===== config.mk =====
export PLATFORM = sky130hd
export DESIGN_NAME = xt_peripheral_glue
export DESIGN_NICKNAME = d
export VERILOG_FILES = /design/src/xt_bus_pkg.sv /design/src/io_address_decoder.sv /design/src/ems_page_mapper.sv /design/src/keyboard_port_sync.sv /design/src/bus_read_mux.sv /design/src/xt_peripheral_glue.sv
export SDC_FILE = /design/constraint.sdc
export NUM_CORES = 1
export LEC_CHECK = 0
export BUFFER_PORTS_ARGS = -buffer_cell sky130_fd_sc_hd__buf_2
export CAP_MARGIN = 10
export CORE_AREA = 2 2 86 88
export DETAILED_ROUTE_END_ITERATION = 8
export DIE_AREA = 0 0 88 90
export GPL_TIMING_DRIVEN = 0
export PLACE_DENSITY = 0.72
export SLEW_MARGIN = 20
export SYNTH_ARGS = -nofsm -noshare
export SYNTH_HDL_FRONTEND = slang
export SYNTH_SLANG_ARGS = --single-unit

===== constraint.sdc =====
create_clock -name clock -period 2.45 [get_ports clock]
set_input_delay 0.1225 -clock clock [delete_from_list [all_inputs] [get_ports clock]]
set_output_delay 0.1225 -clock clock [all_outputs]
set_load 0.02 [all_outputs]

===== src/xt_bus_pkg.sv =====
/*
 * Shared constants and bus types for the XT peripheral glue.
 * Every module in the glue takes its types and port constants from here.
 */
`default_nettype none

package xt_bus_pkg;

    // bus widths
    localparam int addr_width = 20;
    localparam int data_width = 8;

    // I/O port bases
    localparam logic [15:0] ems_port_base = 16'h0260;
    localparam logic [15:0] lpt_port_base = 16'h0378;

    // EMS page map
    localparam int ems_page_count = 4;
    localparam int ems_map_width  = 7;
    localparam logic [data_width-1:0] ems_disable_code = 8'hFF;

    // high address nibble of the EMS frame, by window setting
    localparam logic [3:0] ems_window_a = 4'hA;
    localparam logic [3:0] ems_window_c = 4'hC;
    localparam logic [3:0] ems_window_d = 4'hD;

    // chipset device slots, address bits 7:5 in the low I/O space
    localparam logic [2:0] slot_dma      = 3'd0;
    localparam logic [2:0] slot_pic      = 3'd1;
    localparam logic [2:0] slot_pit      = 3'd2;
    localparam logic [2:0] slot_ppi      = 3'd3;
    localparam logic [2:0] slot_dma_page = 3'd4;

    typedef logic [addr_width-1:0] addr_t;
    typedef logic [data_width-1:0] data_t;

    // one CPU bus cycle, strobes active low
    typedef struct packed {
        addr_t address;
        data_t write_data;
        logic  io_read_n;
        logic  io_write_n;
        logic  memory_read_n;
        logic  address_enable_n;
    } bus_cycle_t;

    // decoded device selects, active high
    typedef struct packed {
        logic dma;
        logic pic;
        logic pit;
        logic ppi;
        logic dma_page;
        logic ems;
        logic lpt;
    } io_select_t;

    typedef struct packed {
        logic                     enable;
        logic [ems_map_width-1:0] map;
    } ems_map_t;

    // one hit bit per 16 KB EMS window
    typedef logic [ems_page_count-1:0] ems_bank_t;

endpackage

`default_nettype wire


===== src/io_address_decoder.sv =====
/*
 * I/O port decode. Turns the CPU address and strobes into active-high
 * selects for the chipset devices, the EMS map ports and the printer port.
 * Purely combinational, so the selects follow the bus in the same cycle.
 */
`timescale 1ns/1ps
`default_nettype none

module io_address_decoder (
    input  xt_bus_pkg::bus_cycle_t bus_i,
    input  logic                   ems_enabled_i,
    output xt_bus_pkg::io_select_t select_o
);
    import xt_bus_pkg::*;

    logic       iorq;
    logic       io_space;
    logic       chipset_space;
    logic [2:0] slot;

    // any I/O cycle, read or write
    assign iorq = ~bus_i.io_read_n | ~bus_i.io_write_n;

    // CPU owns the bus in a non-DMA cycle
    assign io_space = iorq & ~bus_i.address_enable_n;

    // chipset lives in 000h..0FFh
    assign chipset_space = io_space & ~bus_i.address[9] & ~bus_i.address[8];
    assign slot          = bus_i.address[7:5];

    always_comb begin
        select_o = '0;

        if (chipset_space) begin
            case (slot)
                slot_dma:      select_o.dma      = 1'b1;
                slot_pic:      select_o.pic      = 1'b1;
                slot_pit:      select_o.pit      = 1'b1;
                slot_ppi:      select_o.ppi      = 1'b1;
                slot_dma_page: select_o.dma_page = 1'b1;
                default:       ;
            endcase
        end

        // EMS map ports 260h..263h when EMS is switched on
        select_o.ems = io_space & ems_enabled_i
                     & (bus_i.address[15:2] == ems_port_base[15:2]);

        // 378h..37Fh
        select_o.lpt = io_space
                     & (bus_i.address[15:3] == lpt_port_base[15:3]);
    end

endmodule

`default_nettype wire


===== src/ems_page_mapper.sv =====
/*
 * EMS page map registers at ports 260h..263h. Holds the enable bit and map
 * of each page, returns the addressed page for read-back and flags which
 * 16 KB window a memory cycle falls into.
 */
`timescale 1ns/1ps
`default_nettype none

module ems_page_mapper (
    input  logic                   clock,
    input  logic                   reset,
    input  xt_bus_pkg::bus_cycle_t bus_i,
    input  logic                   ems_select_i,
    input  logic [1:0]             window_setting_i,
    output xt_bus_pkg::data_t      readback_o,
    output xt_bus_pkg::ems_bank_t  bank_hit_o
);
    import xt_bus_pkg::*;

    ems_map_t   pages [ems_page_count];
    logic [1:0] page_index;
    logic       iorq;
    logic [3:0] window_nibble;
    data_t      write_data;

    assign page_index = bus_i.address[1:0];
    assign write_data = bus_i.write_data;
    assign iorq       = ~bus_i.io_read_n | ~bus_i.io_write_n;

    // FFh unmaps a page, 00h..7Fh maps it, anything else is ignored
    always_ff @(posedge clock, posedge reset) begin
        if (reset) begin
            for (int n = 0; n < ems_page_count; n++) begin
                pages[n] <= '0;
            end
        end else if (ems_select_i && !bus_i.io_write_n) begin
            if (write_data == ems_disable_code) begin
                pages[page_index].enable <= 1'b0;
                pages[page_index].map    <= '1;
            end else if (!write_data[data_width-1]) begin
                pages[page_index].enable <= 1'b1;
                pages[page_index].map    <= write_data[ems_map_width-1:0];
            end
        end
    end

    // unmapped pages read back as FFh
    always_comb begin
        if (pages[page_index].enable) begin
            readback_o = {{(data_width - ems_map_width){1'b0}}, pages[page_index].map};
        end else begin
            readback_o = ems_disable_code;
        end
    end

    // settings 2 and 3 both select the Dxxxx frame
    always_comb begin
        case (window_setting_i)
            2'd0:    window_nibble = ems_window_a;
            2'd1:    window_nibble = ems_window_c;
            default: window_nibble = ems_window_d;
        endcase
    end

    // memory cycles only
    always_comb begin
        for (int n = 0; n < ems_page_count; n++) begin
            bank_hit_o[n] = !iorq && pages[n].enable
                          && (bus_i.address[19:14] == {window_nibble, 2'(n)});
        end
    end

endmodule

`default_nettype wire


===== src/keyboard_port_sync.sv =====
/*
 * Keyboard side of the PPI. Brings the keyboard interrupt and scan code
 * in through two register stages and turns a rising port B bit 6 into a
 * single-cycle keyboard reset request.
 */
`timescale 1ns/1ps
`default_nettype none

module keyboard_port_sync (
    input  logic              clock,
    input  logic              reset,
    input  logic              keyboard_irq_i,
    input  xt_bus_pkg::data_t keycode_i,
    input  xt_bus_pkg::data_t ppi_port_b_i,
    output logic              kbd_interrupt_o,
    output xt_bus_pkg::data_t port_a_o,
    output logic              kbd_reset_request_o
);
    import xt_bus_pkg::*;

    logic  irq_meta;
    data_t keycode_ff;
    logic  reset_bit;
    logic  reset_bit_prev;

    // port B bit 6 releases the keyboard clock line
    assign reset_bit = ppi_port_b_i[6];

    // two stages on the interrupt
    always_ff @(posedge clock, posedge reset) begin
        if (reset) begin
            irq_meta        <= 1'b0;
            kbd_interrupt_o <= 1'b0;
        end else begin
            irq_meta        <= keyboard_irq_i;
            kbd_interrupt_o <= irq_meta;
        end
    end

    // scan code kept in step with the interrupt
    always_ff @(posedge clock, posedge reset) begin
        if (reset) begin
            keycode_ff <= '0;
            port_a_o   <= '0;
        end else begin
            keycode_ff <= keycode_i;
            port_a_o   <= keycode_ff;
        end
    end

    // rising edge of the reset bit
    always_ff @(posedge clock, posedge reset) begin
        if (reset) begin
            reset_bit_prev      <= 1'b0;
            kbd_reset_request_o <= 1'b0;
        end else begin
            reset_bit_prev      <= reset_bit;
            kbd_reset_request_o <= reset_bit & ~reset_bit_prev;
        end
    end

endmodule

`default_nettype wire


===== src/bus_read_mux.sv =====
/*
 * Read side of the glue. Holds the printer data latch and picks which
 * device drives the CPU data bus, interrupt acknowledge first.
 * data_out_valid_o is high whenever one of the sources is chosen.
 */
`timescale 1ns/1ps
`default_nettype none

module bus_read_mux (
    input  logic                   clock,
    input  logic                   reset,
    input  xt_bus_pkg::bus_cycle_t bus_i,
    input  xt_bus_pkg::io_select_t select_i,
    input  logic                   interrupt_acknowledge_n_i,
    input  xt_bus_pkg::data_t      pic_data_i,
    input  xt_bus_pkg::data_t      pit_data_i,
    input  xt_bus_pkg::data_t      ppi_data_i,
    input  xt_bus_pkg::data_t      ems_data_i,
    output xt_bus_pkg::data_t      data_out_o,
    output logic                   data_out_valid_o
);
    import xt_bus_pkg::*;

    data_t lpt_data;
    logic  io_read;

    assign io_read = ~bus_i.io_read_n;

    // printer data latch, idles high like a floating port
    always_ff @(posedge clock, posedge reset) begin
        if (reset) begin
            lpt_data <= 8'hFF;
        end else if (select_i.lpt && !bus_i.io_write_n) begin
            lpt_data <= bus_i.write_data;
        end
    end

    // fixed priority, first match wins
    always_comb begin
        data_out_valid_o = 1'b1;
        data_out_o       = '0;

        if (!interrupt_acknowledge_n_i) begin
            // vector comes from the PIC
            data_out_o = pic_data_i;
        end else if (select_i.pic && io_read) begin
            data_out_o = pic_data_i;
        end else if (select_i.pit && io_read) begin
            data_out_o = pit_data_i;
        end else if (select_i.ppi && io_read) begin
            data_out_o = ppi_data_i;
        end else if (select_i.ems && io_read) begin
            data_out_o = ems_data_i;
        end else if (select_i.lpt && io_read) begin
            data_out_o = lpt_data;
        end else begin
            // nobody here answers
            data_out_valid_o = 1'b0;
        end
    end

endmodule

`default_nettype wire


===== src/xt_peripheral_glue.sv =====
/*
 * Top of the XT peripheral glue. Connects port decode, EMS paging,
 * keyboard path and read steering. The chipset devices sit outside and
 * see only their active-low selects and the steered read data.
 */
`timescale 1ns/1ps
`default_nettype none

module xt_peripheral_glue (
    input  logic                   clock,
    input  logic                   reset,
    // CPU bus
    input  xt_bus_pkg::bus_cycle_t bus_i,
    input  logic                   interrupt_acknowledge_n_i,
    // EMS setup
    input  logic                   ems_enabled_i,
    input  logic [1:0]             ems_window_i,
    // chipset read data
    input  xt_bus_pkg::data_t      pic_data_i,
    input  xt_bus_pkg::data_t      pit_data_i,
    input  xt_bus_pkg::data_t      ppi_data_i,
    // keyboard
    input  logic                   keyboard_irq_i,
    input  xt_bus_pkg::data_t      keycode_i,
    input  xt_bus_pkg::data_t      ppi_port_b_i,
    // chipset selects
    output logic                   dma_cs_n_o,
    output logic                   pic_cs_n_o,
    output logic                   pit_cs_n_o,
    output logic                   ppi_cs_n_o,
    output logic                   dma_page_cs_n_o,
    output xt_bus_pkg::ems_bank_t  ems_bank_o,
    // keyboard side of the PPI
    output logic                   kbd_interrupt_o,
    output xt_bus_pkg::data_t      port_a_o,
    output logic                   kbd_reset_request_o,
    output logic                   clear_keycode_o,
    // CPU read data
    output xt_bus_pkg::data_t      data_out_o,
    output logic                   data_out_valid_o
);
    import xt_bus_pkg::*;

    io_select_t select;
    data_t      ems_readback;

    io_address_decoder u_decoder (
        .bus_i         (bus_i),
        .ems_enabled_i (ems_enabled_i),
        .select_o      (select)
    );

    // chipset parts want active-low selects
    assign dma_cs_n_o      = ~select.dma;
    assign pic_cs_n_o      = ~select.pic;
    assign pit_cs_n_o      = ~select.pit;
    assign ppi_cs_n_o      = ~select.ppi;
    assign dma_page_cs_n_o = ~select.dma_page;

    ems_page_mapper u_ems (
        .clock            (clock),
        .reset            (reset),
        .bus_i            (bus_i),
        .ems_select_i     (select.ems),
        .window_setting_i (ems_window_i),
        .readback_o       (ems_readback),
        .bank_hit_o       (ems_bank_o)
    );

    keyboard_port_sync u_keyboard (
        .clock               (clock),
        .reset               (reset),
        .keyboard_irq_i      (keyboard_irq_i),
        .keycode_i           (keycode_i),
        .ppi_port_b_i        (ppi_port_b_i),
        .kbd_interrupt_o     (kbd_interrupt_o),
        .port_a_o            (port_a_o),
        .kbd_reset_request_o (kbd_reset_request_o)
    );

    // port B bit 7 acknowledges the scan code
    assign clear_keycode_o = ppi_port_b_i[7];

    bus_read_mux u_read_mux (
        .clock                     (clock),
        .reset                     (reset),
        .bus_i                     (bus_i),
        .select_i                  (select),
        .interrupt_acknowledge_n_i (interrupt_acknowledge_n_i),
        .pic_data_i                (pic_data_i),
        .pit_data_i                (pit_data_i),
        .ppi_data_i                (ppi_data_i),
        .ems_data_i                (ems_readback),
        .data_out_o                (data_out_o),
        .data_out_valid_o          (data_out_valid_o)
    );

endmodule

`default_nettype wire


==> results.py, run 1 <==
metrics = {
    "yosys": {
        "yosysSeqAreaShare_pct": 49.1,
        "ys_ff_latch": 60,
        "yosysTopAreaCell": "dfrtp_1",
        "synth.area.top_cells": "dfrtp_1 (42%), mux2_2 (14%), dfstp_2 (6.8%)",
        "synth_top_area_share_pct": 42.3,
        "synth_fp_nets": 322,
        "netlist_instances": 243,
        "netlist_area_um2": 3080,
        "synth_common_cells": "dfrtp_1 (52), mux2_2 (39), a21oi_1 (22)",
        "synth-edff-count": 0,
        "async_flop_share_pct": 100,
        "avgSynthCellArea_um2": 12.7,
        "synthDistinctLibCells": 46,
        "yosys_warnings": 0,
        "ys.flop_type": "dfrtp_1",
        "yosys.cell_count.top_type": "dfrtp_1",
    },
    "cts": {
        "clock_latency_ns": 0.34,
        "cts_buffers": 9,
        "cts_tree": "done",
        "cts_root_buf": "clkbuf_8",
        "cts_buffer_depth": 2,
        "h-tree-depth": 3,
        "cts_num_sinks": 60,
        "post-cts-setup-buffers": 0,
        "path_clk_slew_ns": 0.06,
    },
    "floorplan": {
        "die_w_um": 88,
        "core_um2": 7020,
        "io_pins": 108,
        "die_area_um2": 7920,
        "start_util_pct": 43.8,
        "die_h_um": 90,
        "core.rowCount": 31,
    },
    "worst_setup_path": {
        "slowest_delay_ns": 0.55,
        "crit_fanout": 10,
        "arrival_ns": 2.14,
        "worstRegToRegCells": 1,
        "cpMaxStageDelayCell": "or4_1",
        "critPathRequiredTime_ns": 2.33,
        "crit_chain": "buf_2, or4_1, clkbuf_1, o41a_1, clkbuf_1, o22a_1, o41ai_1, buf_2",
        "start_kind": "primary input",
        "worstReg2RegStart": "u_ems.pages[7]",
        "path_class": "in -> out",
        "reg2reg_to": "u_ems.pages[7]",
        "ff2ff_setup_slack_ns": 1.68,
        "cp-end-kind": "output pin",
    },
    "run_status": {
        "status": "completed",
    },
    "detailed_routing": {
        "drc": 0,
        "ant_nets": 0,
        "wl_per_cell_um": 15.4,
        "drt_iter0_markers": 88,
        "totalWireLength_um": 7180,
        "dr.pass1.iters": 4,
        "vias": 2497,
        "vias_per_cell": 5.36,
    },
    "place": {
        "gp_congestion": 0.790,
        "dpl.cell_count": 439,
        "port-buffer-count": 97,
        "preCtsSetupSlack_ns": -0.00726,
        "hpwlAfterDp_um": 5190,
    },
    "min_path": {
        "hold_end": "u_read_mux.lpt_data[7]",
        "hp-class": "in -> reg",
        "hold_start": "bus_i[11]",
        "holdPathStages": 2,
    },
    "sta": {
        "rsz0062_at_grt": "no",
        "setup_viol": 0,
        "holdWs_ns": 0.0672,
        "fin_skew_ns": 0.00396,
        "fin_crit_ns": 2.26,
        "drv_slew": 0,
        "worst_slack_ns": 0.189,
        "fin_crit_sh_pct": 92.3,
        "relSlewSlack_pct": 50.8,
        "fmax_mhz": 442,
        "totalNegativeSetupSlack_ns": 0,
        "hold_viol": 0,
        "tightestPinTransition_ns": 0.732,
    },
    "global_route": {
        "antenna_found_initial": 0,
        "first_global_vias": 2540,
        "globalRouteTotalUtil_pct": 18.7,
        "grt_first_pass_wirelength_um": 11500,
        "grt_max_degree": 61,
        "grt-ovfl-total": 0,
    },
    "finish": {
        "post-route-util_pct": 57.0,
        "syn2layout_area_growth_pct": 30.1,
        "nets": 441,
        "layout-drive-gt1-share_pct": 51.0,
        "register_area_um2": 1510,
        "diodes": 0,
        "layout.cells.non_filler": 466,
        "fill_cells": 597,
        "multiInputGateArea_um2": 1490,
    },
    "pwr": {
        "vdd_drop_max_mv": 0.413,
        "p_leak_uw": 0.00187,
        "power.density_nw_per_um2": 524,
    },
    "job": {
        "drv_cap": 0,
    },
}
worst max-delay path: cells and delay by family:
kind            cells  cell delay, ns
buf+inv             4            0.79
simple gates        1            0.55
compound gates      3            0.68
cell usage in the layout, fill, tap and decap left out, drive strengths merged, types with 7 or more instances in the layout:
master,instances
a21oi,22
buf,102
clkbuf,25
dfrtp,52
dfstp,8
dlygate4sd3,11
mux2,47
mux4,8
nand2b,7
nand3,11
o22ai,7
how the worst max path moves through the flow:
stage / start / endpoint / slack [ns]
finish: bus_i[0] / data_out_o[7] / 0.19
detailed placement: bus_i[3] / u_ems.pages[24] / -0.007
global route: bus_i[12] / data_out_o[6] / 0.03
CTS: bus_i[23] / data_out_o[0] / 0.08
global placement: bus_i[23] / data_out_o[6] / 0.006
floorplan: bus_i[23] / data_out_o[7] / 0.35
power by group:
group	internal (uW)	total, uW	leakage [uW]	switching, uW
sequential	1010	1010	0.000764	4.20
clock	477	834	0.0000997	357
combinational	107	251	0.00101	144
total	1590	2100	0.00187	505
through the flow:
| step | total power, uW | cell area [um2] |
|---|---|---|
| final | 2100 | 4000 |
| after floorplan | 1150 | 3080 |
| after global placement | 1260 | 3690 |
| after detailed placement | 1270 | 3690 |
| after global routing | 2190 | 4000 |
| after CTS | 2130 | 4000 |
metal layers:
metal  share of wire (%)  global-route usage (%)  vias to the layer above  wire length [um]
met5                   0                       0                        -                 0
met4                 2.0                    8.97                        0               145
met3                 7.4                    3.95                       14               528
met2                  49                    32.2                      111              3540
met1                  41                    21.6                     1212              2960
li1                    -                       -                     1160                 -
layout make-up:
| type | count | area share (%) |
|---|---|---|
| inverter | 5 | 0.531 |
| multi-input combinational | 163 | 37.1 |
| clock buffer | 15 | 4.66 |
| tap | 99 | 3.09 |
| timing repair buffer | 108 | 14.9 |
| clock inverter | 1 | 0.125 |
| buffer | 15 | 1.88 |
| sequential | 60 | 37.8 |
timing repair:
item	4_1_cts	5_1_grt
endpoints found under the setup margin	2	3
hold buffers	11	0
endpoints found under the hold margin	62	0
pin swaps	0	0
gates resized for setup	1	1
kinds of logic (layout without fill, tap and decap cells):
family | after synthesis | count (layout) | synth area share [%]
AND/OR/NAND/NOR | 61 | 61 | 14.2
flip-flops | 60 | 60 | 49.1
multiplexers | 56 | 56 | 24.3
AO/OA/AOI/OAI | 46 | 46 | 9.31
buffers and inverters | 20 | 144 | 3.05
registers in the layout (all words and copies together), names as in the netlist:
| register | count |
|---|---|
| u_ems.pages | 32 |
| u_keyboard.irq_meta | 1 |
| u_keyboard.kbd_interrupt_o | 1 |
| u_keyboard.kbd_reset_request_o | 1 |
| u_keyboard.keycode_ff | 8 |
| u_keyboard.port_a_o | 8 |
| u_keyboard.reset_bit_prev | 1 |
| u_read_mux.lpt_data | 8 |
Power figures use the tool's default switching activity.
==> inputs of run 2 (changes only) <==
- CORE_AREA: 2 2 86 88 -> 2 2 97 99
- DIE_AREA: 0 0 88 90 -> 0 0 99 101
- PLACE_DENSITY: 0.72 -> default
==> results.py, run 2 (synthesized netlist as in run 1, its figures left out) <==
metrics = {
    "worst_setup_path": {
        "critPathRequiredTime_ns": 2.33,
        "arrival_ns": 2.14,
        "ff2ff_setup_slack_ns": 1.68,
        "start_kind": "primary input",
        "path_class": "in -> out",
        "reg2reg_to": "u_ems.pages[23]",
        "crit_fanout": 10,
        "worstRegToRegCells": 1,
        "cp-end-kind": "output pin",
        "worstReg2RegStart": "u_ems.pages[23]",
    },
    "finish": {
        "diodes": 0,
        "largest_register": "u_ems.pages",
        "layout.cells.non_filler": 478,
        "post-route-util_pct": 45.1,
        "final_cell_mix": "buf_2 (97), dfrtp_1 (52), mux2_2 (39), a21oi_1 (22)",
        "layout_commonest_cell": "buf_2",
        "largest_reg_flops": 32,
        "nets": 441,
        "design_area_um2": 4050,
        "fill_cells": 823,
        "syn2layout_area_growth_pct": 31.7,
        "layout-drive-gt1-share_pct": 51.5,
    },
    "floorplan": {
        "die_h_um": 101,
        "die_area_um2": 10000,
        "die_w_um": 99,
        "start_util_pct": 34.3,
        "io_pins": 108,
        "core.rowCount": 35,
        "core_um2": 8980,
    },
    "cts": {
        "cts_num_sinks": 60,
        "h-tree-depth": 3,
        "cts_root_buf": "clkbuf_8",
        "cts_buffers": 9,
        "cts_tree": "done",
        "path_clk_slew_ns": 0.07,
        "post-cts-setup-buffers": 0,
        "cts_buffer_depth": 2,
        "clock_latency_ns": 0.33,
    },
    "detailed_routing": {
        "vias": 2436,
        "ant_nets": 0,
        "drt_iter0_markers": 103,
        "vias_per_cell": 5.10,
        "totalWireLength_um": 7250,
        "dr.pass1.iters": 4,
        "drc": 0,
        "wl_per_cell_um": 15.2,
    },
    "sta": {
        "fin_crit_ns": 2.26,
        "tightestPinTransition_ns": 0.746,
        "holdWs_ns": 0.0686,
        "hold_viol": 0,
        "relSlewSlack_pct": 50.3,
        "fmax_mhz": 442,
        "fin_skew_ns": 0.00408,
        "drv_slew": 0,
        "fin_crit_sh_pct": 92.3,
        "rsz0062_at_grt": "no",
        "setup_viol": 0,
    },
    "global_route": {
        "antenna_found_initial": 0,
        "globalRouteTotalUtil_pct": 14.9,
        "first_global_vias": 2477,
        "grt-ovfl-total": 0,
        "grt_max_degree": 61,
        "grt_first_pass_wirelength_um": 11800,
    },
    "run_status": {
        "status": "completed",
    },
    "job": {
        "drv_cap": 0,
    },
    "min_path": {
        "hold_start": "bus_i[11]",
        "holdPathStages": 2,
        "hold_end": "u_read_mux.lpt_data[7]",
        "hp-class": "in -> reg",
    },
    "pwr": {
        "p_total_uw": 2260,
        "power.density_nw_per_um2": 557,
        "vdd_drop_max_mv": 0.457,
        "p_leak_uw": 0.00187,
    },
    "place": {
        "dpl.cell_count": 451,
        "placedInstanceArea_um2": 3710,
        "gp_congestion": 0.804,
        "port-buffer-count": 97,
        "hpwlAfterDp_um": 5340,
    },
}
run 2: changes by cell type in the layout (fill, tap and decap cells not counted), sizes merged:
cell and change:
bufinv +2, clkbuf -5, clkinvlp +3
run 2: per-stage QoR:
stage                     TNS (ns)  setup WS (ns)
final                            0          0.189
after global routing             0         0.0853
after CTS                        0         0.0411
after detailed placement   -0.0130        -0.0109
after global placement     -0.0570        -0.0431
after floorplan                  0          0.348
run 2: critical path, cell delays in order:
cell and delay [ns]:
buf_2 0.11, buf_1 0.57, mux4_2 0.60, nand2b_1 0.16, a311oi_1 0.28, a21oi_1 0.12, buf_2 0.17
run 2: metal layers:
metal / share of wire [%] / track usage [%]
met1: 42 / 18.5
met2: 49 / 25.1
met3: 7.4 / 3.33
met4: 1.3 / 6.64
met5: 0 / 0
run 2: where the power goes:
| part | leakage (uW) | total (uW) | internal, uW | switching (uW) |
|---|---|---|---|---|
| sequential | 0.000764 | 1010 | 1010 | 4.47 |
| clock | 0.000105 | 997 | 598 | 399 |
| combinational | 0.00101 | 249 | 107 | 142 |
| total | 0.00187 | 2260 | 1710 | 545 |
run 2: worst max-delay path by stage:
stage | from | end | slack [ns] | depth (start not counted)
2_1_floorplan | bus_i[23] | data_out_o[7] | 0.35 | 4
3_3_place_gp | bus_i[23] | data_out_o[6] | -0.04 | 6
3_5_place_dp | bus_i[23] | u_ems.pages[11] | -0.01 | 6
4_1_cts | bus_i[23] | data_out_o[2] | 0.04 | 6
5_1_grt | bus_i[12] | data_out_o[6] | 0.09 | 7
6_report | bus_i[12] | data_out_o[6] | 0.19 | 7
run 2: cell type report:
class	count	area, um2	share of cell area, %
clock inverter	6	87.6	2.16
clock buffer	10	138	3.40
buffer	15	75.1	1.85
inverter	5	21.3	0.525
tap	111	139	3.43
timing repair buffer	108	596	14.7
multi-input combinational	163	1490	36.6
sequential	60	1510	37.3
run 2: timing repair:
item / 4_1_cts / 5_1_grt
gates resized for setup: 0 / 1
endpoints found under the setup margin: 0 / 5
hold endpoints to repair: 63 / 0
hold buffers: 11 / 0
